==> src/hw/aes_pkg.sv <==
// AES-128 package with the block, word and byte types plus the S-box and xtime functions
`default_nettype none

package aes_pkg;

  typedef logic [127:0] aes_block_t;
  typedef logic [31:0]  aes_word_t;
  typedef logic [7:0]   aes_byte_t;

  localparam int unsigned N_ROUNDS = 10;

  // Forward S-box, entry 0 in the leftmost byte
  localparam logic [0:255][7:0] SBOX = {
    128'h637c777bf26b6fc53001672bfed7ab76, 128'hca82c97dfa5947f0add4a2af9ca472c0,
    128'hb7fd9326363ff7cc34a5e5f171d83115, 128'h04c723c31896059a071280e2eb27b275,
    128'h09832c1a1b6e5aa0523bd6b329e32f84, 128'h53d100ed20fcb15b6acbbe394a4c58cf,
    128'hd0efaafb434d338545f9027f503c9fa8, 128'h51a3408f929d38f5bcb6da2110fff3d2,
    128'hcd0c13ec5f974417c4a77e3d645d1973, 128'h60814fdc222a908846eeb814de5e0bdb,
    128'he0323a0a4906245cc2d3ac629195e479, 128'he7c8376d8dd54ea96c56f4ea657aae08,
    128'hba78252e1ca6b4c6e8dd741f4bbd8b8a, 128'h703eb5664803f60e613557b986c11d9e,
    128'he1f8981169d98e949b1e87e9ce5528df, 128'h8ca1890dbfe6426841992d0fb054bb16
  };

  function automatic aes_byte_t aes_sbox(input aes_byte_t b);
    return SBOX[b];
  endfunction

  // Multiply by x in GF(2^8)
  function automatic aes_byte_t aes_xtime(input aes_byte_t b);
    return {b[6:0], 1'b0} ^ (b[7] ? 8'h1b : 8'h00);
  endfunction

endpackage

`default_nettype wire

==> src/hw/aes_ctrl_pkg.sv <==
// Controller package with the register map, the sequencer states and the event width
`default_nettype none

package aes_ctrl_pkg;

  // Word offsets on the register port
  localparam logic [3:0] REG_SRC     = 4'h0;
  localparam logic [3:0] REG_DST     = 4'h1;
  localparam logic [3:0] REG_NBLK    = 4'h2;
  localparam logic [3:0] REG_KEY0    = 4'h4;
  localparam logic [3:0] REG_KEY1    = 4'h5;
  localparam logic [3:0] REG_KEY2    = 4'h6;
  localparam logic [3:0] REG_KEY3    = 4'h7;
  localparam logic [3:0] REG_TRIGGER = 4'h8;
  localparam logic [3:0] REG_STATUS  = 4'h9;

  localparam int unsigned EVT_W = 1;

  typedef enum logic [2:0] {
    IDLE,
    LOAD,
    INIT,
    ROUND,
    STORE,
    DONE
  } ctrl_state_e;

endpackage

`default_nettype wire

==> src/hw/aes_regfile.sv <==
// Register port slave holding the job setup, raising start and reporting status
`timescale 1ns/10ps
`default_nettype none

module aes_regfile #(
  parameter int unsigned BLK_CNT_W = 8
) (
  input  logic                 clk_i,
  input  logic                 arst_n_i,
  input  logic                 periph_req_i,
  input  logic                 periph_we_i,
  input  logic [3:0]           periph_addr_i,
  input  aes_pkg::aes_word_t   periph_wdata_i,
  output aes_pkg::aes_word_t   periph_rdata_o,
  input  logic                 busy_i,
  input  logic                 done_evt_i,
  output logic                 start_o,
  output logic [31:0]          src_addr_o,
  output logic [31:0]          dst_addr_o,
  output logic [BLK_CNT_W-1:0] nblk_o,
  output aes_pkg::aes_block_t  key_o
);
  import aes_pkg::*;
  import aes_ctrl_pkg::*;

  logic [31:0]          src_q;
  logic [31:0]          dst_q;
  logic [BLK_CNT_W-1:0] nblk_q;
  aes_block_t           key_q;
  aes_word_t            rdata_q;
  logic                 start_q;
  logic                 done_q;
  logic                 wr_en;

  assign wr_en = periph_req_i && periph_we_i;

  always_ff @(posedge clk_i or negedge arst_n_i) begin
    if (!arst_n_i) begin
      start_q <= 1'b0;
      done_q  <= 1'b0;
    end else begin
      // Trigger only counts while idle
      start_q <= wr_en && (periph_addr_i == REG_TRIGGER) && !busy_i && !start_q;
      if (start_q) begin
        done_q <= 1'b0;
      end else if (done_evt_i) begin
        done_q <= 1'b1;
      end
    end
  end

  always_ff @(posedge clk_i) begin
    if (wr_en) begin
      case (periph_addr_i)
        REG_SRC:  src_q <= periph_wdata_i;
        REG_DST:  dst_q <= periph_wdata_i;
        REG_NBLK: nblk_q <= periph_wdata_i[BLK_CNT_W-1:0];
        REG_KEY0: key_q[127:96] <= periph_wdata_i;
        REG_KEY1: key_q[95:64] <= periph_wdata_i;
        REG_KEY2: key_q[63:32] <= periph_wdata_i;
        REG_KEY3: key_q[31:0] <= periph_wdata_i;
        default:  ;
      endcase
    end
    // Key words fall to the default and read as zero
    if (periph_req_i && !periph_we_i) begin
      case (periph_addr_i)
        REG_SRC:    rdata_q <= src_q;
        REG_DST:    rdata_q <= dst_q;
        REG_NBLK:   rdata_q <= 32'(nblk_q);
        REG_STATUS: rdata_q <= {30'd0, done_q, busy_i};
        default:    rdata_q <= '0;
      endcase
    end
  end

  assign periph_rdata_o = rdata_q;
  assign start_o        = start_q;
  assign src_addr_o     = src_q;
  assign dst_addr_o     = dst_q;
  assign nblk_o         = nblk_q;
  assign key_o          = key_q;

endmodule

`default_nettype wire

==> config.mk <==
export PLATFORM = sky130hd
export DESIGN_NAME = aes_regfile
export DESIGN_NICKNAME = d
export VERILOG_FILES = /design/src/hw/aes_pkg.sv /design/src/hw/aes_ctrl_pkg.sv /design/src/hw/aes_regfile.sv
export SDC_FILE = /design/constraint.sdc
export NUM_CORES = 1
export LEC_CHECK = 0
export ABC_AREA = 1
export ABC_CLOCK_PERIOD_IN_PS = 1100
export BUFFER_PORTS_ARGS = -buffer_cell sky130_fd_sc_hd__buf_2
export CAP_MARGIN = 20
export CORE_MARGIN = 8
export CORE_UTILIZATION = 49
export DETAILED_ROUTE_END_ITERATION = 12
export PLACE_DENSITY = 0.86
export SLEW_MARGIN = 20
export SYNTH_ARGS = -nofsm -noshare
export SYNTH_HDL_FRONTEND = slang
export SYNTH_SLANG_ARGS = --single-unit
==> constraint.sdc <==
create_clock -name clk_i -period 1.1 [get_ports clk_i]
set_input_delay 0 -clock clk_i [delete_from_list [all_inputs] [get_ports clk_i]]
set_output_delay 0 -clock clk_i [all_outputs]
set_load 0.01 [all_outputs]
# == After elaboration in Yosys (flattened, before gate mapping) ==
# Cells that the tools add are included.
# op_classes
n_addsub,0
mul,0
div_mod_pow,0
magnitude_cmp,0
eq_ne,8
shifts,0
muxes,3
bitwise,0
n_reduce_logical,17
# ops
cell,n
$pmux 32 s4,1
$eq 4x3->1 const B,4
$reduce_and 2->1,7
$eq 4x4->1 const B,2
$logic_and 1x1->1,5
$eq 4x1->1 const B,1
$eq 4x2->1 const B,1
$logic_not 4->1,1
$logic_not 1->1,3
$mux 1,2
$reduce_bool 2->1,1
# word_totals
register_bits,234
latchBits,0
ram_bits,0
romBits,0
output_inout_bits,233
wordCells,38
memories,0

# == Logic depth before layout (Yosys ltp) ==
# Gate-level depths: netlist of the first run.
# depth
word_depth,4
depth_mapped,6
ltp_nobuf,6

# == Least setup slack after synthesis of the first run ==
# OpenSTA, ideal clock, no wires.
# synth_path
kind,input to register
start,input periph_addr_i[1]
end,register key_q[0] (netlist: key_o[0]) (enable)
arrival_time_ns,3.219
required_time_ns,0.599
setup_slack_ns,-2.620
path_stages,2
n_path_buf,0
cell_sequence,inv_1 -> nor4_1
# synth_via
elab_chain_len,2
# synth_lines
item,line,text
start: declaration,aes_regfile.sv:12,"input logic [3:0] periph_addr_i,"
$eq 4x3->1,aes_regfile.sv:54,case (periph_addr_i)
$reduce_and 2->1 (no line),--,
end signal: assignment,aes_regfile.sv:61,REG_KEY3: key_q[31:0] <= periph_wdata_i;
end: declaration,aes_regfile.sv:29,aes_block_t key_q;
# No other way between the ends.
# A chain may end at the register's enable or synchronous reset.

# == Worst setup path in the final report of the first run ==
# layout_path
start,register dst_q[6] (netlist: dst_addr_o[6])
end,output dst_addr_o[6]
# layout_lines
item,line,text
start: declaration,aes_regfile.sv:27,logic [31:0] dst_q;
start signal: assignment,aes_regfile.sv:56,REG_DST: dst_q <= periph_wdata_i;
end: declaration,aes_regfile.sv:19,"output logic [31:0] dst_addr_o,"
# No word-level cell between the ends.

==> flow_metrics.env, run 1 <==
export IMPL_seq_area_frac_synth_pct=91.4
export IMPL_final_layout_size_suffix_gt1_share_pct=46.5
export IMPL_critical_path_top_delay_family="flip-flops"
export IMPL_synthTopCellsByCount="sky130_fd_sc_hd__edfxtp_1, sky130_fd_sc_hd__nand2_1, sky130_fd_sc_hd__nor2_1"
export IMPL_gpl_final_weighted_congestion=0.796
export IMPL_synth_top_area_share_pct=90.7
export IMPL_tritoncts="yes"
export IMPL_slew_viol_final=0
export IMPL_grt_overflow_total=0
export IMPL_post_route_min_period_ns=1.09
export IMPL_initial_utilization_pct=50.3
export IMPL_number_of_enable_flip_flop_cells_after_synthesis=232
export IMPL_min_path_cells=6
export IMPL_post_route_period_util_pct=99.0
export IMPL_ys_flop_type="sky130_fd_sc_hd__edfxtp_1"
export IMPL_outcome="finished, final reports clean"
export IMPL_maxSlewHeadroom_pct=45.1
export IMPL_hold_viol=0
export IMPL_cp_max_fo=2
export IMPL_pre_antenna_drt_iters=4
export IMPL_layout_filler_cells=920
export IMPL_nets=793
export IMPL_worst_path_max_delay_cell="sky130_fd_sc_hd__edfxtp_1"
export IMPL_final_antenna_net_count=0
export IMPL_routed_via_density=4.90
export IMPL_cts_root_buf="sky130_fd_sc_hd__clkbuf_16"
export IMPL_clk_insertion_delay_late_ns=0.49
export IMPL_criticalPathCategory="reg -> out"
export IMPL_dpl_cell_area_um2=9820
export IMPL_wire_length_of_the_first_global_routing_pass_mm=29.8
export IMPL_grt_setup_unrepaired="yes"
export IMPL_grt_antenna_before_repair=1
export IMPL_drt_first_iter_violations=295
export IMPL_cp_data_arrival_time_ns=1.09
export IMPL_total_detailed_routing_wirelength_mm=20.8
export IMPL_leak_pwr_nw=4.39
export IMPL_cts_htree_levels=1
export IMPL_hold_path_class="in -> reg"
export IMPL_pin_count_of_the_biggest_net_entering_global_routing=31
export IMPL_buffer_ports_inserted=274
export IMPL_crit_cells=1
export IMPL_grt_pass1_vias=5022
export IMPL_die_area_um2=19900
export IMPL_overall_die_height_um=141
export IMPL_synthMostInstantiatedCell="sky130_fd_sc_hd__edfxtp_1"
export IMPL_fin_skew_ns=0.00705
export IMPL_worst_setup_path_end_kind="output pin"
export IMPL_mapped_cells=389
export IMPL_num_vias=4791
export IMPL_clock_tree_buffer_depth=3
export IMPL_synth_area_top_cells="sky130_fd_sc_hd__edfxtp_1, sky130_fd_sc_hd__nand2_1, sky130_fd_sc_hd__nand3_1"
export IMPL_setup_total_negative_slack_ns=0
export IMPL_clock_sinks=234
export IMPL_layout_area_overhead_vs_synth_pct=42.3
export IMPL_drc=0
export IMPL_numCtsBuffers=23
export IMPL_synth_largest_area_cell="sky130_fd_sc_hd__edfxtp_1"
export IMPL_global_route_usage_total_pct=19.8
export IMPL_stdcell_area_um2=10900
export IMPL_worstSetupStartpointType="flop"
export IMPL_power_density_nw_per_um2=1650
export IMPL_fin_total_pwr_mw=18.0
export IMPL_die_w_um=141
export IMPL_synth_cell_area_um2=7680
export IMPL_core_area_um2=15300
export IMPL_slowest_delay_ns=0.43
export IMPL_num_rows=45
export IMPL_cp_buffers_inverters=1
export IMPL_synth_yosys_warnings=0
export IMPL_maxCapViolCount=0
export IMPL_critPathRequiredTime_ns=1.10
export IMPL_boundaryPins=275
export IMPL_max_freq_mhz=918
export IMPL_synthesis_nets=431
export IMPL_worst_ir_drop_vdd_uv=1100
export IMPL_dpl_hpwl_mm=14.7
export IMPL_timing_worst_slew_pin_value_ns=0.822
export IMPL_reg2reg_depth=5
export IMPL_final_setup_violation_count=0
export IMPL_path_cells="buf_2"
export IMPL_synth_distinct_cells=12
export IMPL_clk_transition_reported_paths_ns=0.06
export IMPL_detail_route_wl_per_cell_um=21.2
export IMPL_postSynthRegisterBits=234
export IMPL_avgSynthCellArea_um2=19.7
export IMPL_asyncSetResetFlopFracSynth_pct=0.855
## per-layer routing
layer / up-vias / share of wire (%) / global-route usage, % / wire length (um)
li1: 2153 / - / - / -
met1: 2352 / 34 / 20.3 / 7110
met2: 251 / 54 / 37.1 / 11300
met3: 35 / 9.5 / 6.75 / 1980
met4: 0 / 1.9 / 6.00 / 394
met5: - / 0 / 0 / 0
## cells in the final DEF, fill, tap and decap left out
cell	count
sky130_fd_sc_hd__buf_6	1
sky130_fd_sc_hd__nor2_2	2
sky130_fd_sc_hd__clkinv_4	1
sky130_fd_sc_hd__buf_12	17
sky130_fd_sc_hd__inv_1	6
sky130_fd_sc_hd__clkbuf_16	23
sky130_fd_sc_hd__nand2_8	1
sky130_fd_sc_hd__inv_6	1
sky130_fd_sc_hd__dlygate4sd3_1	38
sky130_fd_sc_hd__nor2_1	7
sky130_fd_sc_hd__inv_4	1
sky130_fd_sc_hd__buf_4	14
sky130_fd_sc_hd__nand2_1	101
sky130_fd_sc_hd__buf_2	273
sky130_fd_sc_hd__clkbuf_1	6
sky130_fd_sc_hd__inv_12	1
sky130_fd_sc_hd__clkinv_1	3
sky130_fd_sc_hd__inv_2	2
sky130_fd_sc_hd__dfrtp_1	2
sky130_fd_sc_hd__nand2_4	2
sky130_fd_sc_hd__edfxtp_1	232
sky130_fd_sc_hd__diode_2	1
sky130_fd_sc_hd__bufinv_16	2
sky130_fd_sc_hd__nor2_4	10
sky130_fd_sc_hd__inv_16	1
sky130_fd_sc_hd__nand3_1	14
sky130_fd_sc_hd__clkinv_2	3
sky130_fd_sc_hd__nor4_4	1
## registers in the layout, summed over array words and instances, names as in the netlist
| name | cells |
|---|---|
| done_q | 1 |
| key_o | 128 |
| nblk_o | 8 |
| dst_addr_o | 32 |
| src_addr_o | 32 |
| start_o | 1 |
| periph_rdata_o | 32 |
## cells by family after synthesis
| kind of cell | count (synthesis) | share of synthesized area [%] |
|---|---|---|
| buf+inv | 17 | 1.27 |
| flops | 234 | 91.4 |
| simple gates | 138 | 7.33 |
## final cells by class
| class | count | area (um2) | share of cell area (%) |
|---|---|---|---|
| clock inverters | 10 | 104 | 0.951 |
| multi-input cells | 138 | 664 | 6.08 |
| well taps | 211 | 264 | 2.42 |
| diodes | 1 | 2.50 | 0.0229 |
| inverters | 11 | 72.6 | 0.664 |
| flip-flops and latches | 234 | 7020 | 64.2 |
| clock buffers | 29 | 598 | 5.47 |
| repair buffers | 343 | 2200 | 20.2 |
## path summary, 6_finish.rpt
| check | to | slack, ns | start |
|---|---|---|---|
| max | dst_addr_o[6] | 0.01 | dst_addr_o[6] |
| min | start_o | 0.03 | periph_addr_i[3] |
| max reg2reg | periph_rdata_o[1] | 0.08 | nblk_o[1] |
| min reg2reg | done_q | 0.45 | start_o |
| max in group asynchronous | start_o | 0.60 | arst_n_i |
| min in group asynchronous | done_q | 0.36 | arst_n_i |
## tightest hold or removal path, stage by stage
cell and delay, ns:
sky130_fd_sc_hd__buf_2 0.14, sky130_fd_sc_hd__buf_12 0.14, sky130_fd_sc_hd__inv_16 0.05, sky130_fd_sc_hd__nor2_1 0.06
sky130_fd_sc_hd__nand2_1 0.06, sky130_fd_sc_hd__nor2_1 0.04
## repair_timing
action                                 CTS  global route
setup buffers                            0             2
gates resized for setup                  0             2
setup endpoints to repair                1             5
hold buffers                            38             0
endpoints found under the hold margin  205             0
## per-stage QoR
| stage | utilization, % | cells | hold WS [ns] | setup slack [ns] |
|---|---|---|---|---|
| after floorplan | - | 389 | -0.296 | -0.528 |
| after global placement | 64.4 | 897 | -0.213 | -0.164 |
| after detailed placement | 64.4 | 897 | -0.211 | -0.247 |
| after CTS | 71.4 | 974 | 0.00502 | -0.000649 |
| after global routing | 71.6 | 977 | 0.0698 | -0.0148 |
| final | 71.6 | 977 | 0.0329 | 0.0106 |
## report_power, final
part           switching, mW  internal, mW
Clock                   3.00          4.31
Combinational          0.438         0.329
Sequential            0.0381          9.92
Power figures use the tool's default switching activity.
==> run 2: changes to the inputs <==
Settings changed: CORE_ASPECT_RATIO from default to 1.4.
==> run 2 against run 1 <==
- final cell count is 1.3% lower
- largest cell class unchanged
- sequential cell count stayed put
- highest routed layer unchanged
- clock power is 2% lower
- total power is 0.96% lower
==> flow_metrics.env, run 2 (same netlist as run 1, synthesis figures left out) <==
export IMPL_outcome="finished, final reports clean"
export IMPL_num_rows=54
export IMPL_post_route_min_period_ns=1.08
export IMPL_hold_path_class="in -> reg"
export IMPL_routed_via_density=5.07
export IMPL_fin_total_pwr_mw=17.9
export IMPL_pin_count_of_the_biggest_net_entering_global_routing=31
export IMPL_area_sequential_um2=7020
export IMPL_detail_route_wl_per_cell_um=21.8
export IMPL_clock_sinks=234
export IMPL_die_w_um=122
export IMPL_fraction_of_power_consumed_by_the_clock_network_pct=40.0
export IMPL_crit_reg2reg_launch="dst_addr_o[17]"
export IMPL_cp_data_arrival_time_ns=1.08
export IMPL_nets=795
export IMPL_num_vias=4886
export IMPL_p_comb_share_pct=4.2
export IMPL_worstReg2RegEnd="periph_rdata_o[17]"
export IMPL_power_switching_mw=3.46
export IMPL_multi_input_comb_area_um2=664
export IMPL_final_setup_violation_count=0
export IMPL_core_area_um2=15500
export IMPL_worst_ir_drop_vdd_uv=1450
export IMPL_cp_buffers_inverters=1
export IMPL_worstSetupStartpointType="flop"
export IMPL_seq_power_share_pct=55.8
export IMPL_total_detailed_routing_wirelength_mm=21.0
export IMPL_clk_transition_reported_paths_ns=0.06
export IMPL_tritoncts="yes"
export IMPL_dpl_hpwl_mm=15.0
export IMPL_gpl_final_weighted_congestion=0.780
export IMPL_slew_viol_final=0
export IMPL_global_route_usage_total_pct=20.2
export IMPL_post_route_period_util_pct=98.4
export IMPL_layout_commonest_cell="sky130_fd_sc_hd__buf_2"
export IMPL_grt_overflow_total=0
export IMPL_grt_setup_unrepaired="yes"
export IMPL_hold_path_end="periph_rdata_o[4]"
export IMPL_cp_max_fo=2
export IMPL_grt_pass1_vias=5173
export IMPL_layoutNonFillerInstCount=964
export IMPL_cts_htree_levels=1
export IMPL_worst_setup_path_end_kind="output pin"
export IMPL_overall_die_height_um=164
export IMPL_final_layout_size_suffix_gt1_share_pct=46.8
export IMPL_drt_first_iter_violations=440
export IMPL_boundaryPins=275
export IMPL_buffer_ports_inserted=274
export IMPL_drc=0
export IMPL_path_cells="buf_6"
export IMPL_criticalPathCategory="reg -> out"
export IMPL_hold_viol=0
export IMPL_crit_path_start="src_addr_o[17]"
export IMPL_worst_path_max_delay_cell="sky130_fd_sc_hd__edfxtp_1"
export IMPL_maxSlewHeadroom_pct=46.2
export IMPL_min_path_cells=4
export IMPL_dp_cells=881
export IMPL_final_antenna_net_count=0
export IMPL_die_area_um2=20000
export IMPL_slowest_delay_ns=0.44
export IMPL_holdCritStartpoint="periph_we_i"
export IMPL_cts_root_buf="sky130_fd_sc_hd__clkbuf_16"
export IMPL_reg2reg_depth=3
export IMPL_wire_length_of_the_first_global_routing_pass_mm=30.4
export IMPL_fin_skew_ns=0.00697
export IMPL_fraction_of_power_spent_switching_nets_pct=19.4
export IMPL_layout_area_overhead_vs_synth_pct=42.2
export IMPL_max_freq_mhz=924
export IMPL_power_density_nw_per_um2=1640
export IMPL_clock_tree_buffer_depth=3
export IMPL_clk_insertion_delay_late_ns=0.49
export IMPL_layout_filler_cells=944
export IMPL_largest_register_ffs=128
export IMPL_internal_power_mw=14.4
export IMPL_pre_antenna_drt_iters=5
export IMPL_reg2reg_setup_slack_ns=0.16
export IMPL_numCtsBuffers=22
export IMPL_timing_worst_slew_pin_value_ns=0.805
export IMPL_leak_pwr_nw=4.40
export IMPL_critPathRequiredTime_ns=1.10
export IMPL_maxCapViolCount=0
export IMPL_critical_path_top_delay_family="flip-flops"
export IMPL_grt_antenna_before_repair=1
export IMPL_initial_utilization_pct=49.6
export IMPL_most_common_layout_cells="sky130_fd_sc_hd__buf_2, sky130_fd_sc_hd__edfxtp_1, sky130_fd_sc_hd__nand2_1, sky130_fd_sc_hd__dlygate4sd3_1, sky130_fd_sc_hd__clkbuf_16"
run 2: changes by cell type in the layout (fill, tap and decap cells not counted), moves of 2 or more:
cell | before | now
sky130_fd_sc_hd__buf_6 | 1 | 5
sky130_fd_sc_hd__clkinv_2 | 3 | 5
sky130_fd_sc_hd__buf_12 | 17 | 15
sky130_fd_sc_hd__clkbuf_1 | 6 | 4
sky130_fd_sc_hd__buf_2 | 273 | 269
sky130_fd_sc_hd__clkbuf_8 | 0 | 2
sky130_fd_sc_hd__buf_4 | 14 | 18
run 2: layout make-up:
class	instances	share of cell area, %
Tap cell	196	2.25
Timing Repair Buffer	346	20.4
Antenna cell	1	0.0229
Sequential cell	234	64.3
Clock buffer	29	5.66
Inverter	11	0.665
Multi-Input combinational cell	138	6.09
Clock inverter	9	0.608
run 2: per-stage QoR:
| stage | cell area [um2] | worst slack [ns] | util (%) | setup TNS (ns) | hold WS [ns] |
|---|---|---|---|---|---|
| after floorplan | 7800 | -0.528 | - | -52.99 | -0.296 |
| after global placement | 9770 | -0.233 | 63.1 | -19.80 | -0.215 |
| after detailed placement | 9770 | -0.329 | 63.1 | -28.62 | -0.212 |
| after CTS | 10900 | -0.00529 | 70.1 | -0.00546 | 0.0635 |
| after global routing | 10900 | -0.0299 | 70.5 | -0.105 | 0.0708 |
| final | 10900 | 0.0181 | 70.5 | 0 | 0.0856 |
run 2: how the worst max path moves through the flow:
stage                    endpoint  cells after the start
2_1_floorplan            key_o[0]                      3
3_3_place_gp    periph_rdata_o[5]                      5
3_5_place_dp    periph_rdata_o[3]                      5
4_1_cts        periph_rdata_o[13]                      1
5_1_grt            dst_addr_o[13]                      1
6_report           src_addr_o[17]                      1
run 2: worst reg2reg max path, cell delays in order, from the launching register on:
cell                       delay (ns)
sky130_fd_sc_hd__edfxtp_1        0.42
sky130_fd_sc_hd__buf_4           0.16
sky130_fd_sc_hd__nand2_1         0.07
sky130_fd_sc_hd__nand2_1         0.06
run 2: power groups by stage:
stage                     registers (mW)  clock network [mW]  logic [mW]
final                               9.96                7.15       0.754
after global routing                9.97                7.60       0.809
after detailed placement            10.2                   0       0.641
after CTS                           9.96                7.28       0.753
after global placement              10.1                   0       0.600
after floorplan                     10.2                   0       0.158
run 2: timing repair:
action / CTS / global route
setup endpoints to repair: 3 / 16
resized for setup: 0 / 5
hold buffers: 39 / 0
setup buffers: 1 / 4
endpoints found under the hold margin: 205 / 0
run 2: metal layers:
layer | GRT usage [%] | up-vias | routed length, um
met2 | 38.1 | 269 | 11700
met5 | 0 | - | 0
li1 | - | 2161 | -
met3 | 6.54 | 54 | 2040
met4 | 8.16 | 0 | 676
met1 | 19.6 | 2402 | 6590
